### src/verilog/x86_arch_pkg.sv
package x86_arch_pkg;

  // Instruction window in bytes
  // Opcode, ModR/M, SIB, disp32 and imm32 fill it exactly
  localparam int INSTR_BYTES = 11;

  // Same window in bits
  localparam int INSTR_BITS = INSTR_BYTES * 8;

  // General register numbers as encoded in ModR/M, SIB and opcode bits
  typedef enum logic [2:0] {
    EAX = 3'd0,
    ECX = 3'd1,
    EDX = 3'd2,
    EBX = 3'd3,
    ESP = 3'd4,
    EBP = 3'd5,
    ESI = 3'd6,
    EDI = 3'd7
  } reg_num_e;

  // ModR/M byte, mod in the top two bits
  // reg_op is the reg/opcode field
  typedef struct packed {
    logic [1:0] mod;
    reg_num_e   reg_op;
    reg_num_e   rm;
  } modrm_t;

  // SIB byte
  // Index ESP means no index, base EBP with mod 0 means no base
  typedef struct packed {
    logic [1:0] scale;
    reg_num_e   index;
    reg_num_e   base;
  } sib_t;

  // One addressing byte, read as ModR/M or as SIB depending on position
  typedef union packed {
    modrm_t modrm;
    sib_t   sib;
  } addr_byte_u;

  // Eight 32-bit general registers, indexed by register number
  typedef logic [7:0][31:0] reg_file_t;

endpackage

### src/verilog/opnd_pkg.sv
package opnd_pkg;

  import x86_arch_pkg::*;

  // Operand form from the opcode table
  typedef enum logic [3:0] {
    FORM_NONE,
    // opnd0 from opcode low bits
    FORM_REG,
    // opnd0 from opcode low bits, opnd1 immediate
    FORM_REG_IMM,
    // opnd0 EAX, opnd1 immediate
    FORM_EAX_IMM,
    // opnd0 EAX, opnd1 from opcode low bits
    FORM_EAX_REG,
    FORM_RM_REG,
    FORM_REG_RM,
    FORM_RM_IMM,
    // Implicit ESI/EDI operands, no ModR/M
    FORM_STRING
  } opnd_form_e;

  // Decoded command, only the string commands matter here
  typedef enum logic [5:0] {
    CMD_OTHER,
    CMD_MOVS,
    CMD_CMPS,
    CMD_STOS,
    CMD_LODS,
    CMD_SCAS
  } cmd_e;

  // Destination kind, REG and MEM are one-hot
  typedef enum logic [1:0] {
    DEST_NONE = 2'd0,
    DEST_REG  = 2'd1,
    DEST_MEM  = 2'd2
  } dest_kind_e;

  // Memory access hint from the trace
  typedef struct packed {
    logic        is_write;
    logic [31:0] address;
    logic [31:0] data;
  } mem_hint_t;

  // Instruction as presented to the stage
  typedef struct packed {
    logic [INSTR_BITS-1:0] instr;
    cmd_e                  cmd;
    opnd_form_e            form;
    logic                  imm_1byte;
    logic                  opnd0_is_write;
    logic                  opnd1_is_write;
  } decode_in_t;

  // Stage 1 result, parsed instruction fields
  typedef struct packed {
    logic        valid;
    cmd_e        cmd;
    opnd_form_e  form;
    logic        opnd0_is_write;
    logic        opnd1_is_write;
    logic        has_modrm;
    logic        has_sib;
    addr_byte_u  modrm;
    addr_byte_u  sib;
    logic [31:0] disp;
    logic [31:0] imm;
    reg_num_e    opc_reg;
  } fields_t;

  // Stage 2 result, operand values and their sources
  typedef struct packed {
    logic        valid;
    logic [31:0] opnd0;
    logic [31:0] opnd1;
    logic        opnd0_is_reg;
    logic        opnd0_is_mem;
    logic        opnd1_is_reg;
    logic        opnd1_is_mem;
    reg_num_e    opnd0_sel;
    reg_num_e    opnd1_sel;
    logic        opnd0_is_write;
    logic        opnd1_is_write;
  } opnd_t;

  // Final result
  typedef struct packed {
    logic        valid;
    logic [31:0] opnd0;
    logic [31:0] opnd1;
    dest_kind_e  dest0_kind;
    dest_kind_e  dest1_kind;
    logic [31:0] dest0_sel;
    logic [31:0] dest1_sel;
  } opnd_out_t;

endpackage

### src/verilog/instr_fields.sv
`timescale 1ns/10ps

module instr_fields
  import x86_arch_pkg::*, opnd_pkg::*;
(
  input  logic       clk,
  input  logic       rst_n,
  input  logic       in_valid,
  input  decode_in_t in,
  output fields_t    fields
);

  addr_byte_u            modrm_byte;
  addr_byte_u            sib_byte;
  logic                  has_modrm;
  logic                  has_sib;
  logic                  disp8;
  logic                  disp32;
  logic [3:0]            disp_len;
  logic [3:0]            disp_pos;
  logic [3:0]            imm_pos;
  logic [INSTR_BITS-1:0] disp_win;
  logic [INSTR_BITS-1:0] imm_win;
  logic [31:0]           disp;
  logic [31:0]           imm;
  fields_t               fields_d;

  // Byte 0 is the opcode, byte 1 is ModR/M when present
  assign modrm_byte = in.instr[15:8];
  // Byte 2 is only a SIB byte when ModR/M asks for one
  assign sib_byte = in.instr[23:16];

  assign has_modrm = in.form inside {FORM_RM_REG, FORM_REG_RM, FORM_RM_IMM};

  // rm of ESP in a memory mode escapes to SIB
  assign has_sib = has_modrm && (modrm_byte.modrm.mod != 2'b11) &&
                   (modrm_byte.modrm.rm == ESP);

  assign disp8 = has_modrm && (modrm_byte.modrm.mod == 2'b01);

  // mod 0 with rm EBP, or SIB base EBP, means bare disp32
  always_comb begin
    disp32 = 1'b0;
    if (has_modrm) begin
      if (modrm_byte.modrm.mod == 2'b10) begin
        disp32 = 1'b1;
      end else if (modrm_byte.modrm.mod == 2'b00) begin
        disp32 = has_sib ? (sib_byte.sib.base == EBP) : (modrm_byte.modrm.rm == EBP);
      end
    end
  end

  assign disp_len = disp32 ? 4'd4 : (disp8 ? 4'd1 : 4'd0);

  // Displacement follows ModR/M and SIB, immediate follows displacement
  assign disp_pos = 4'd1 + 4'(has_modrm) + 4'(has_sib);
  assign imm_pos = disp_pos + disp_len;

  // Shift the window so each field lands in the low bytes
  assign disp_win = in.instr >> {disp_pos, 3'b000};
  assign imm_win = in.instr >> {imm_pos, 3'b000};

  always_comb begin
    if (disp32) begin
      disp = disp_win[31:0];
    end else if (disp8) begin
      disp = {{24{disp_win[7]}}, disp_win[7:0]};
    end else begin
      disp = 32'd0;
    end
  end

  // Little endian bytes give the value directly, a single byte is sign-extended
  assign imm = in.imm_1byte ? {{24{imm_win[7]}}, imm_win[7:0]} : imm_win[31:0];

  always_comb begin
    fields_d.valid          = in_valid;
    fields_d.cmd            = in.cmd;
    fields_d.form           = in.form;
    fields_d.opnd0_is_write = in.opnd0_is_write;
    fields_d.opnd1_is_write = in.opnd1_is_write;
    fields_d.has_modrm      = has_modrm;
    fields_d.has_sib        = has_sib;
    fields_d.modrm          = has_modrm ? modrm_byte : '0;
    fields_d.sib            = has_sib ? sib_byte : '0;
    fields_d.disp           = disp;
    fields_d.imm            = imm;
    // Register encoded in the opcode's low bits
    fields_d.opc_reg        = reg_num_e'(in.instr[2:0]);
  end

  always_ff @(posedge clk or negedge rst_n) begin
    if (!rst_n) begin
      fields <= '0;
    end else begin
      fields <= fields_d;
    end
  end

endmodule

### src/verilog/addr_gen.sv
`timescale 1ns/10ps

module addr_gen
  import x86_arch_pkg::*;
(
  input  reg_file_t   regs,
  input  logic        mode_sib,
  input  addr_byte_u  addr_byte,
  input  addr_byte_u  sib_byte,
  input  logic        base_override,
  input  reg_num_e    base_sel,
  input  logic [31:0] disp,
  output logic [31:0] address
);

  modrm_t      modrm;
  sib_t        sib;
  logic        index_en;
  logic        base_en;
  reg_num_e    base_num;
  logic [31:0] index_val;
  logic [31:0] base_val;

  assign modrm = addr_byte.modrm;
  assign sib = sib_byte.sib;

  // Index only exists with SIB, and index ESP means none
  assign index_en = mode_sib && (sib.index != ESP);

  // Implicit string base wins, then SIB.base, then ModR/M.rm
  assign base_num = base_override ? base_sel : (mode_sib ? sib.base : modrm.rm);

  // mod 0 with EBP as base is the disp32-only encoding
  assign base_en = base_override || (modrm.mod != 2'b00) ||
                   (mode_sib ? (sib.base != EBP) : (modrm.rm != EBP));

  assign index_val = index_en ? (regs[sib.index] << sib.scale) : 32'd0;
  assign base_val = base_en ? regs[base_num] : 32'd0;

  assign address = base_val + index_val + disp;

endmodule

### src/verilog/opnd_fetch.sv
`timescale 1ns/10ps

module opnd_fetch
  import x86_arch_pkg::*, opnd_pkg::*;
(
  input  logic      clk,
  input  logic      rst_n,
  input  fields_t   fields,
  input  reg_file_t regs,
  input  mem_hint_t hint1,
  input  mem_hint_t hint2,
  output opnd_t     opnd
);

  modrm_t      modrm;
  logic        rm_is_reg;
  logic        rm0;
  logic        rm1;
  logic        str0;
  logic        str1;
  reg_num_e    str0_base;
  reg_num_e    str1_base;
  logic        opnd0_is_reg;
  logic        opnd0_is_mem;
  logic        opnd1_is_reg;
  logic        opnd1_is_mem;
  logic        opnd1_is_imm;
  reg_num_e    opnd0_sel;
  reg_num_e    opnd1_sel;
  logic [31:0] addr0;
  logic [31:0] addr1;
  logic [31:0] mem0;
  logic [31:0] mem1;
  opnd_t       opnd_d;

  // Read hints only, first hint has priority
  function automatic logic [31:0] hint_lookup(input logic [31:0] addr,
                                              input mem_hint_t h1,
                                              input mem_hint_t h2);
    if (!h1.is_write && (h1.address == addr)) begin
      return h1.data;
    end else if (!h2.is_write && (h2.address == addr)) begin
      return h2.data;
    end
    return 32'd0;
  endfunction

  assign modrm = fields.modrm.modrm;
  // mod 3 is register direct
  assign rm_is_reg = (modrm.mod == 2'b11);

  // Which operand the rm field feeds
  assign rm0 = fields.form inside {FORM_RM_REG, FORM_RM_IMM};
  assign rm1 = (fields.form == FORM_REG_RM);

  // Implicit bases of the string commands
  always_comb begin
    str0      = 1'b1;
    str0_base = EDI;
    case (fields.cmd)
      CMD_MOVS, CMD_STOS, CMD_SCAS: str0_base = EDI;
      CMD_CMPS:                     str0_base = ESI;
      default:                      str0 = 1'b0;
    endcase
    str1      = 1'b1;
    str1_base = ESI;
    case (fields.cmd)
      CMD_MOVS, CMD_LODS: str1_base = ESI;
      CMD_CMPS:           str1_base = EDI;
      default:            str1 = 1'b0;
    endcase
  end

  // Operand kinds
  assign opnd0_is_reg = (fields.form inside {FORM_REG, FORM_REG_IMM, FORM_EAX_IMM,
                                             FORM_EAX_REG, FORM_REG_RM}) ||
                        (rm0 && rm_is_reg);
  assign opnd0_is_mem = str0 || (rm0 && !rm_is_reg);
  assign opnd1_is_reg = (fields.form inside {FORM_EAX_REG, FORM_RM_REG}) ||
                        (rm1 && rm_is_reg);
  assign opnd1_is_mem = str1 || (rm1 && !rm_is_reg);
  assign opnd1_is_imm = fields.form inside {FORM_REG_IMM, FORM_EAX_IMM, FORM_RM_IMM};

  // Register selectors: opcode bits, reg, rm, then implicit EAX
  always_comb begin
    case (fields.form)
      FORM_REG, FORM_REG_IMM:   opnd0_sel = fields.opc_reg;
      FORM_REG_RM:              opnd0_sel = modrm.reg_op;
      FORM_RM_REG, FORM_RM_IMM: opnd0_sel = modrm.rm;
      default:                  opnd0_sel = EAX;
    endcase
    case (fields.form)
      FORM_EAX_REG: opnd1_sel = fields.opc_reg;
      FORM_RM_REG:  opnd1_sel = modrm.reg_op;
      FORM_REG_RM:  opnd1_sel = modrm.rm;
      default:      opnd1_sel = EAX;
    endcase
  end

  // One address per operand since string commands use two bases
  addr_gen a0 (
    .regs          (regs),
    .mode_sib      (fields.has_sib),
    .addr_byte     (fields.modrm),
    .sib_byte      (fields.sib),
    .base_override (str0),
    .base_sel      (str0_base),
    .disp          (fields.disp),
    .address       (addr0)
  );

  addr_gen a1 (
    .regs          (regs),
    .mode_sib      (fields.has_sib),
    .addr_byte     (fields.modrm),
    .sib_byte      (fields.sib),
    .base_override (str1),
    .base_sel      (str1_base),
    .disp          (fields.disp),
    .address       (addr1)
  );

  assign mem0 = hint_lookup(addr0, hint1, hint2);
  assign mem1 = hint_lookup(addr1, hint1, hint2);

  always_comb begin
    opnd_d.valid          = fields.valid;
    opnd_d.opnd0          = opnd0_is_reg ? regs[opnd0_sel] :
                            opnd0_is_mem ? mem0 : 32'd0;
    opnd_d.opnd1          = opnd1_is_reg ? regs[opnd1_sel] :
                            opnd1_is_mem ? mem1 :
                            opnd1_is_imm ? fields.imm : 32'd0;
    opnd_d.opnd0_is_reg   = opnd0_is_reg;
    opnd_d.opnd0_is_mem   = opnd0_is_mem;
    opnd_d.opnd1_is_reg   = opnd1_is_reg;
    opnd_d.opnd1_is_mem   = opnd1_is_mem;
    opnd_d.opnd0_sel      = opnd0_sel;
    opnd_d.opnd1_sel      = opnd1_sel;
    opnd_d.opnd0_is_write = fields.opnd0_is_write;
    opnd_d.opnd1_is_write = fields.opnd1_is_write;
  end

  always_ff @(posedge clk or negedge rst_n) begin
    if (!rst_n) begin
      opnd <= '0;
    end else begin
      opnd <= opnd_d;
    end
  end

endmodule

### src/verilog/dest_encode.sv
`timescale 1ns/10ps

module dest_encode
  import opnd_pkg::*;
(
  input  logic      clk,
  input  logic      rst_n,
  input  opnd_t     opnd,
  output opnd_out_t out
);

  logic       write0;
  logic       write1;
  dest_kind_e kind0;
  dest_kind_e kind1;
  opnd_out_t  out_d;

  // Written register goes to REG, anything else written goes to memory
  function automatic dest_kind_e dest_kind(input logic written, input logic is_reg);
    if (!written) begin
      return DEST_NONE;
    end
    return is_reg ? DEST_REG : DEST_MEM;
  endfunction

  // Bubbles carry no destination
  assign write0 = opnd.valid && opnd.opnd0_is_write;
  assign write1 = opnd.valid && opnd.opnd1_is_write;

  assign kind0 = dest_kind(write0, opnd.opnd0_is_reg);
  assign kind1 = dest_kind(write1, opnd.opnd1_is_reg);

  always_comb begin
    out_d.valid      = opnd.valid;
    out_d.opnd0      = opnd.opnd0;
    out_d.opnd1      = opnd.opnd1;
    out_d.dest0_kind = kind0;
    out_d.dest1_kind = kind1;
    // Selector only names a register for register destinations
    out_d.dest0_sel  = (kind0 == DEST_REG) ? {29'd0, opnd.opnd0_sel} : 32'd0;
    out_d.dest1_sel  = (kind1 == DEST_REG) ? {29'd0, opnd.opnd1_sel} : 32'd0;
  end

  always_ff @(posedge clk or negedge rst_n) begin
    if (!rst_n) begin
      out <= '0;
    end else begin
      out <= out_d;
    end
  end

endmodule

### src/verilog/opnd_decode_top.sv
`timescale 1ns/10ps

module opnd_decode_top
  import x86_arch_pkg::*, opnd_pkg::*;
(
  input  logic       clk,
  input  logic       rst_n,
  input  logic       in_valid,
  input  decode_in_t in,
  input  reg_file_t  regs,
  input  mem_hint_t  hint1,
  input  mem_hint_t  hint2,
  output opnd_out_t  out
);

  // Stage registers between the three stages
  fields_t fields_q;
  opnd_t   opnd_q;

  // Parse bytes into fields
  instr_fields u_instr_fields (
    .clk      (clk),
    .rst_n    (rst_n),
    .in_valid (in_valid),
    .in       (in),
    .fields   (fields_q)
  );

  // Registers, addresses and hints sampled here
  opnd_fetch u_opnd_fetch (
    .clk    (clk),
    .rst_n  (rst_n),
    .fields (fields_q),
    .regs   (regs),
    .hint1  (hint1),
    .hint2  (hint2),
    .opnd   (opnd_q)
  );

  dest_encode u_dest_encode (
    .clk   (clk),
    .rst_n (rst_n),
    .opnd  (opnd_q),
    .out   (out)
  );

endmodule

### config.mk
export PLATFORM = sky130hd
export DESIGN_NAME = opnd_decode_top
export DESIGN_NICKNAME = d
export VERILOG_FILES = /design/src/verilog/x86_arch_pkg.sv /design/src/verilog/opnd_pkg.sv /design/src/verilog/instr_fields.sv /design/src/verilog/addr_gen.sv /design/src/verilog/opnd_fetch.sv /design/src/verilog/dest_encode.sv /design/src/verilog/opnd_decode_top.sv
export SDC_FILE = /design/constraint.sdc
export NUM_CORES = 2
export LEC_CHECK = 0
export BUFFER_PORTS_ARGS = -buffer_cell sky130_fd_sc_hd__buf_2
export CAP_MARGIN = 5
export CORE_UTILIZATION = 36
export DETAILED_ROUTE_END_ITERATION = 7
export MAX_ROUTING_LAYER = met4
export PLACE_DENSITY = 0.59
export SLEW_MARGIN = 20
export SYNTH_ARGS = -nofsm -noshare
export SYNTH_HDL_FRONTEND = slang
export SYNTH_SLANG_ARGS = --single-unit
export TNS_END_PERCENT = 20
### constraint.sdc
create_clock -name clk -period 6.4 [get_ports clk]
set_input_delay 0.32 -clock clk [delete_from_list [all_inputs] [get_ports clk]]
set_output_delay 0.32 -clock clk [all_outputs]
set_load 0.05 [all_outputs]
### Word-level counts from Yosys, hierarchy flattened

Index checks and enable logic that the tools add are counted.
W data, S select, Z words.

* output and inout port bits: 133
* flip-flop bits (word level): 305

* $add $sub $neg: 7
* order comparisons: 5
* reductions and logical operators: 36
* eq/ne operators: 31
* mux-type cells: 55
* shifts and indexed selects: 3

Operators by type and width (count)
* $mux W32: 22
* $bmux W32 S3: 5
* $shr A88 B7 Y32: 2
* $add A32 B32 Y32: 4
* $eq A32 B32 Y1: 4
* $shl A32 B2 Y32: 1
* $eq A4 B3 Y1 const B: 7
* $lt A3 B4 Y1 const B: 5
* $pmux W3 S3: 2
* $mux W8: 2
* $mux W3: 5
* $logic_and A1 B1 Y1: 14
* $mux W1: 14
* $eq A6 B2 Y1 const B: 2
* $eq A6 B3 Y1 const B: 2
* $eq A3 B3 Y1 const B: 3
* $ne A3 B3 Y1 const B: 3
* $eq A4 B2 Y1 const B: 2
* $logic_or A1 B1 Y1: 8
* $mux W2: 4
* $eq A2 B1 Y1 const B: 3
* $eq A6 B1 Y1 const B: 1
* $reduce_bool A2 Y1: 3
* $reduce_bool A3 Y1: 2
* other kinds (13): 17

### Longest topological paths before layout

* depth in word-level cells: 16
* gate-level depth with buffers: 28
* mapped depth without buffers: 24

### Modules after synthesis

From an unflattened synthesis, not the netlist that was laid out.

* cell total of the unflattened synthesis: 3177
* area total of the unflattened synthesis: 31701.7 um^2

Modules (own cells, without submodules)
* opnd_fetch: times used 1, cells each 982, area an instance 9157.5 um^2
* addr_gen at u_opnd_fetch.a0: times used 1, cells each 719, area an instance 6856.6 um^2
* addr_gen at u_opnd_fetch.a1: times used 1, cells each 716, area an instance 6787.8 um^2
* instr_fields: times used 1, cells each 616, area an instance 6496.2 um^2
* dest_encode: times used 1, cells each 144, area an instance 2403.6 um^2

### Worst setup path before layout

Ideal clock, no wire load.

* path kind: flip-flop to flip-flop
* start: register, netlist name u_instr_fields.fields[70]
* end: register, netlist name u_opnd_fetch.opnd[25]
* arrival: 6725 ps
* slack: -391 ps
* stages on the path, launching flop included: 27
* setup time: 66 ps
* data required time: 6334 ps
* clock period less this slack: 6791 ps
* cells stage by stage: dfrtp_1 buf_2 buf_1 buf_1 mux4_2 mux2i_1 nand2_1 o21ai_0 nor2_1 fa_1 ha_1 inv_1 fa_1 nand2b_1 a211oi_1 o21ai_0 o21ai_0 a41oi_1 xnor2_1 xnor2_1 nand4_1 clkbuf_1 clkbuf_1 clkbuf_1 o31ai_1 a221oi_1 o31a_1

==> impl_metrics.csv <==
group,metric,value,unit
global_route,grt_pass1_wl,243700,µm
yosys,synth_seq_cells,247,
min_path,holdPathEnd,"u_instr_fields.fields[78]",
yosys,synth_edf_count,0,
critical_path,r2r-start,"u_instr_fields.fields[93]",
finish,layout_commonest_cell,"nand2_1",
routing,vias,37950,
finish,seqCellArea,0.006190,mm²
cts,clock_tree.buffer_depth,3,
routing,route.detailed.drc,0,
yosys,ys.flop_type,"dfrtp_1",
min_path,hold_depth,2,
critical_path,slowest_delay,610,ps
finish,finish.instance_area,0.04299,mm²
routing,avgViaCountPerCell,6.261,
power_and_ir_drop,p_seq_frac,0.243,
critical_path,end_kind,"register",
timing,finalWorstSetupSlack,-159.6,ps
cts,clk_latency,600,ps
finish,multiInputGateArea,0.02543,mm²
floorplanning,die_y,303.5,µm
routing,drt-total-wl,174900,µm
cts,clkSinkCount,247,
finish,num-fill-cells,8882,
place,dpl.hpwl,137200,µm
critical_path,path_delay_family,"compound AO/OA/AOI/OAI gates",
global_route,grt_antenna_before_repair,75,
place,dpl.cell_count,5876,
routing,firstDrtPassIters,6,
cts,clk_root_buffer_cell,"clkbuf_16",
global_route,grt_overflow,0,
job,max_cap_violations,0,
critical_path,reg2reg_to,"u_opnd_fetch.opnd[61]",
timing,drv_slew,0,
floorplanning,die_x,303.5,µm
place,routabilityCongestion,1.029,
timing,finalCriticalPeriod,6560,ps
critical_path,r2r_cells,25,
critical_path,path_class,"reg -> reg",
yosys,syn-instance-count,3990,
global_route,grt.total_usage,0.3710,
finish,stdcell_count,6061,
timing,skew,44.32,ps
critical_path,crit_buf_inv,6,
floorplanning,rows,110,
cts,cts.clk_slew.worst_paths,60,ps
timing,setup_viol,57,
timing,relSlewSlack,0.1708,
timing,post-route-period-util,1.025,
power_and_ir_drop,p_leak,19.46,nW
finish,nets,5405,
finish,layout_common_cells,"774 x nand2_1, 563 x buf_2, 453 x buf_4",
critical_path,required,6870,ps
cts,cts_max_level,1,
yosys,synth-seq-area-share,0.1889,
yosys,netlist_top_cells_area,"dfrtp_1 19%, mux4_2 12%, nand2_1 8.9%",
yosys,syn_area,0.03272,mm²
yosys,yosys_warnings,0,
outcome,status,"finished with violations",
power_and_ir_drop,swShare,0.4155,
power_and_ir_drop,p_switching,2.974,mW
timing,hold_ws,18.17,ps
power_and_ir_drop,combPwrFrac,0.515,
timing,hold_violations,0,
outcome,violations,"setup timing",
power_and_ir_drop,power_density,166.5,mW/mm²
finish,layout-drive-gt1-share,0.3265,
floorplanning,coreArea,0.09001,mm²
power_and_ir_drop,p_int,4.184,mW
routing,ant_nets,0,
cts,cts_buffers,29,
finish,final_core_util,0.4776,
critical_path,crit_path_top_delay_cell,"or4b_2",
critical_path,cp-start-kind,"register",
timing,rsz0062_at_grt,"true",
global_route,grt_pass1_vias,35530,
floorplanning,pin_count,623,
power_and_ir_drop,clkPwrFrac,0.242,
yosys,synth_top_area_share,0.1889,
min_path,hold_class,"in -> reg",
place,io_buffers,564,
critical_path,worstPathMaxFanout,32,
yosys,synth_area_per_cell,8.200,µm²
place,dpl_cell_area,0.03996,mm²
cts,cts_tree,"done",
critical_path,crit_arrival,7030,ps
finish,area_growth,31.40,%
yosys,yosysUniqueCellTypes,90,
power_and_ir_drop,vdd_ir_drop_max,0.0002035,V
routing,drt_iter0_drc,4781,
floorplanning,fp.dieArea,0.09209,mm²
yosys,async_flop_share,1.000,
floorplanning,start_util,0.3635,
min_path,min_from,"in[24]",
timing,max_freq,0.1524,GHz
routing,routedWlPerCell,28.86,µm
timing,max_slew.worst_pin.slew,1231,ps
critical_path,reg2reg_slack,-160,ps
global_route,grt_max_degree,150,
yosys,synth_area_leader_cell,"dfrtp_1",
logic make-up (layout without fill, tap and decap cells):
group / after synthesis / after routing / share of synthesized area
AOI/OAI and AO/OA: 925 / 925 / 0.2011
muxes: 458 / 458 / 0.2072
xor gates and xnor gates: 179 / 179 / 0.05549
DFF: 247 / 247 / 0.1889
and+or+nand+nor: 1429 / 1429 / 0.2042
buffers and inverters: 622 / 1381 / 0.07897
adders and majority gates: 129 / 129 / 0.06402
other: 1 / 137 / 0.0001146
registers in the layout, summed over array words and instances (netlist names):
register               flops
u_opnd_fetch.opnd         75
u_instr_fields.fields     97
u_dest_encode.out         75
per-layer routing:
layer / part of all wire / track usage
met5: 0 / -
met1: 0.38 / 0.4534
met3: 0.11 / 0.08717
met2: 0.45 / 0.5766
met4: 0.061 / 0.1748
timing repair:
action,4_1_cts,5_1_grt
pin swaps,14,46
endpoints found under the setup margin,64,64
endpoints found under the hold margin,114,0
cloned,1,9
hold buffers,17,0
gates resized for setup,69,165
setup buffers,6,23
metrics by stage:
step,power (mW),setup WS (ps),TNS (ps)
2_1_floorplan,3.667,16.38,0
6_report,7.158,-159.6,-4364
3_5_place_dp,5.164,-406.5,-21000
4_1_cts,6.942,-46.98,-755.5
3_3_place_gp,5.151,-330.2,-16310
5_1_grt,7.429,-373.7,-19760
synth_stat cells (21+ instances only):
library cell / count
a311oi_1: 155
ha_1: 65
and3_1: 168
a211oi_1: 142
a21oi_1: 130
nor3_1: 28
a31oi_1: 43
nand3_1: 99
o22a_1: 26
nand4_1: 26
clkbuf_1: 295
fa_1: 64
xor2_1: 49
xnor2_1: 111
mux2i_1: 253
o221ai_1: 43
mux4_2: 172
nand2_1: 780
o31ai_1: 22
a21o_1: 37
nor4_1: 21
buf_4: 59
inv_1: 218
nor2b_1: 36
buf_1: 41
nor2_1: 117
mux2_2: 33
and2_1: 60
dfrtp_1: 247
o21ai_0: 157
layout make-up:
cell class,count,area share
Inverter,222,0.01950
Clock buffer,37,0.01874
Tap cell,1176,0.03423
Timing Repair Buffer,1108,0.1834
Clock inverter,14,0.003987
Sequential cell,247,0.1440
Multi-Input combinational cell,3178,0.5915
Antenna cell,79,0.004599
power by group through the flow:
stage	logic, mW	clock network, mW	registers [mW]
global placement	3.39	0	1.76
finish	3.69	1.74	1.74
global route	3.88	1.80	1.74
detailed placement	3.40	0	1.76
floorplan	1.81	0	1.85
CTS	3.47	1.74	1.73
worst max path at each step:
| stage | from | end | depth (start not counted) |
|---|---|---|---|
| finish | u_instr_fields.fields[93] | u_opnd_fetch.opnd[61] | 25 |
| global route | u_instr_fields.fields[93] | u_opnd_fetch.opnd[64] | 28 |
| CTS | u_instr_fields.fields[93] | u_opnd_fetch.opnd[45] | 26 |
| detailed placement | u_instr_fields.fields[93] | u_opnd_fetch.opnd[50] | 27 |
| global placement | u_instr_fields.fields[93] | u_opnd_fetch.opnd[45] | 27 |
| floorplan | u_instr_fields.fields[83] | u_opnd_fetch.opnd[45] | 27 |
Note: power is estimated with default switching activity, not from simulation.
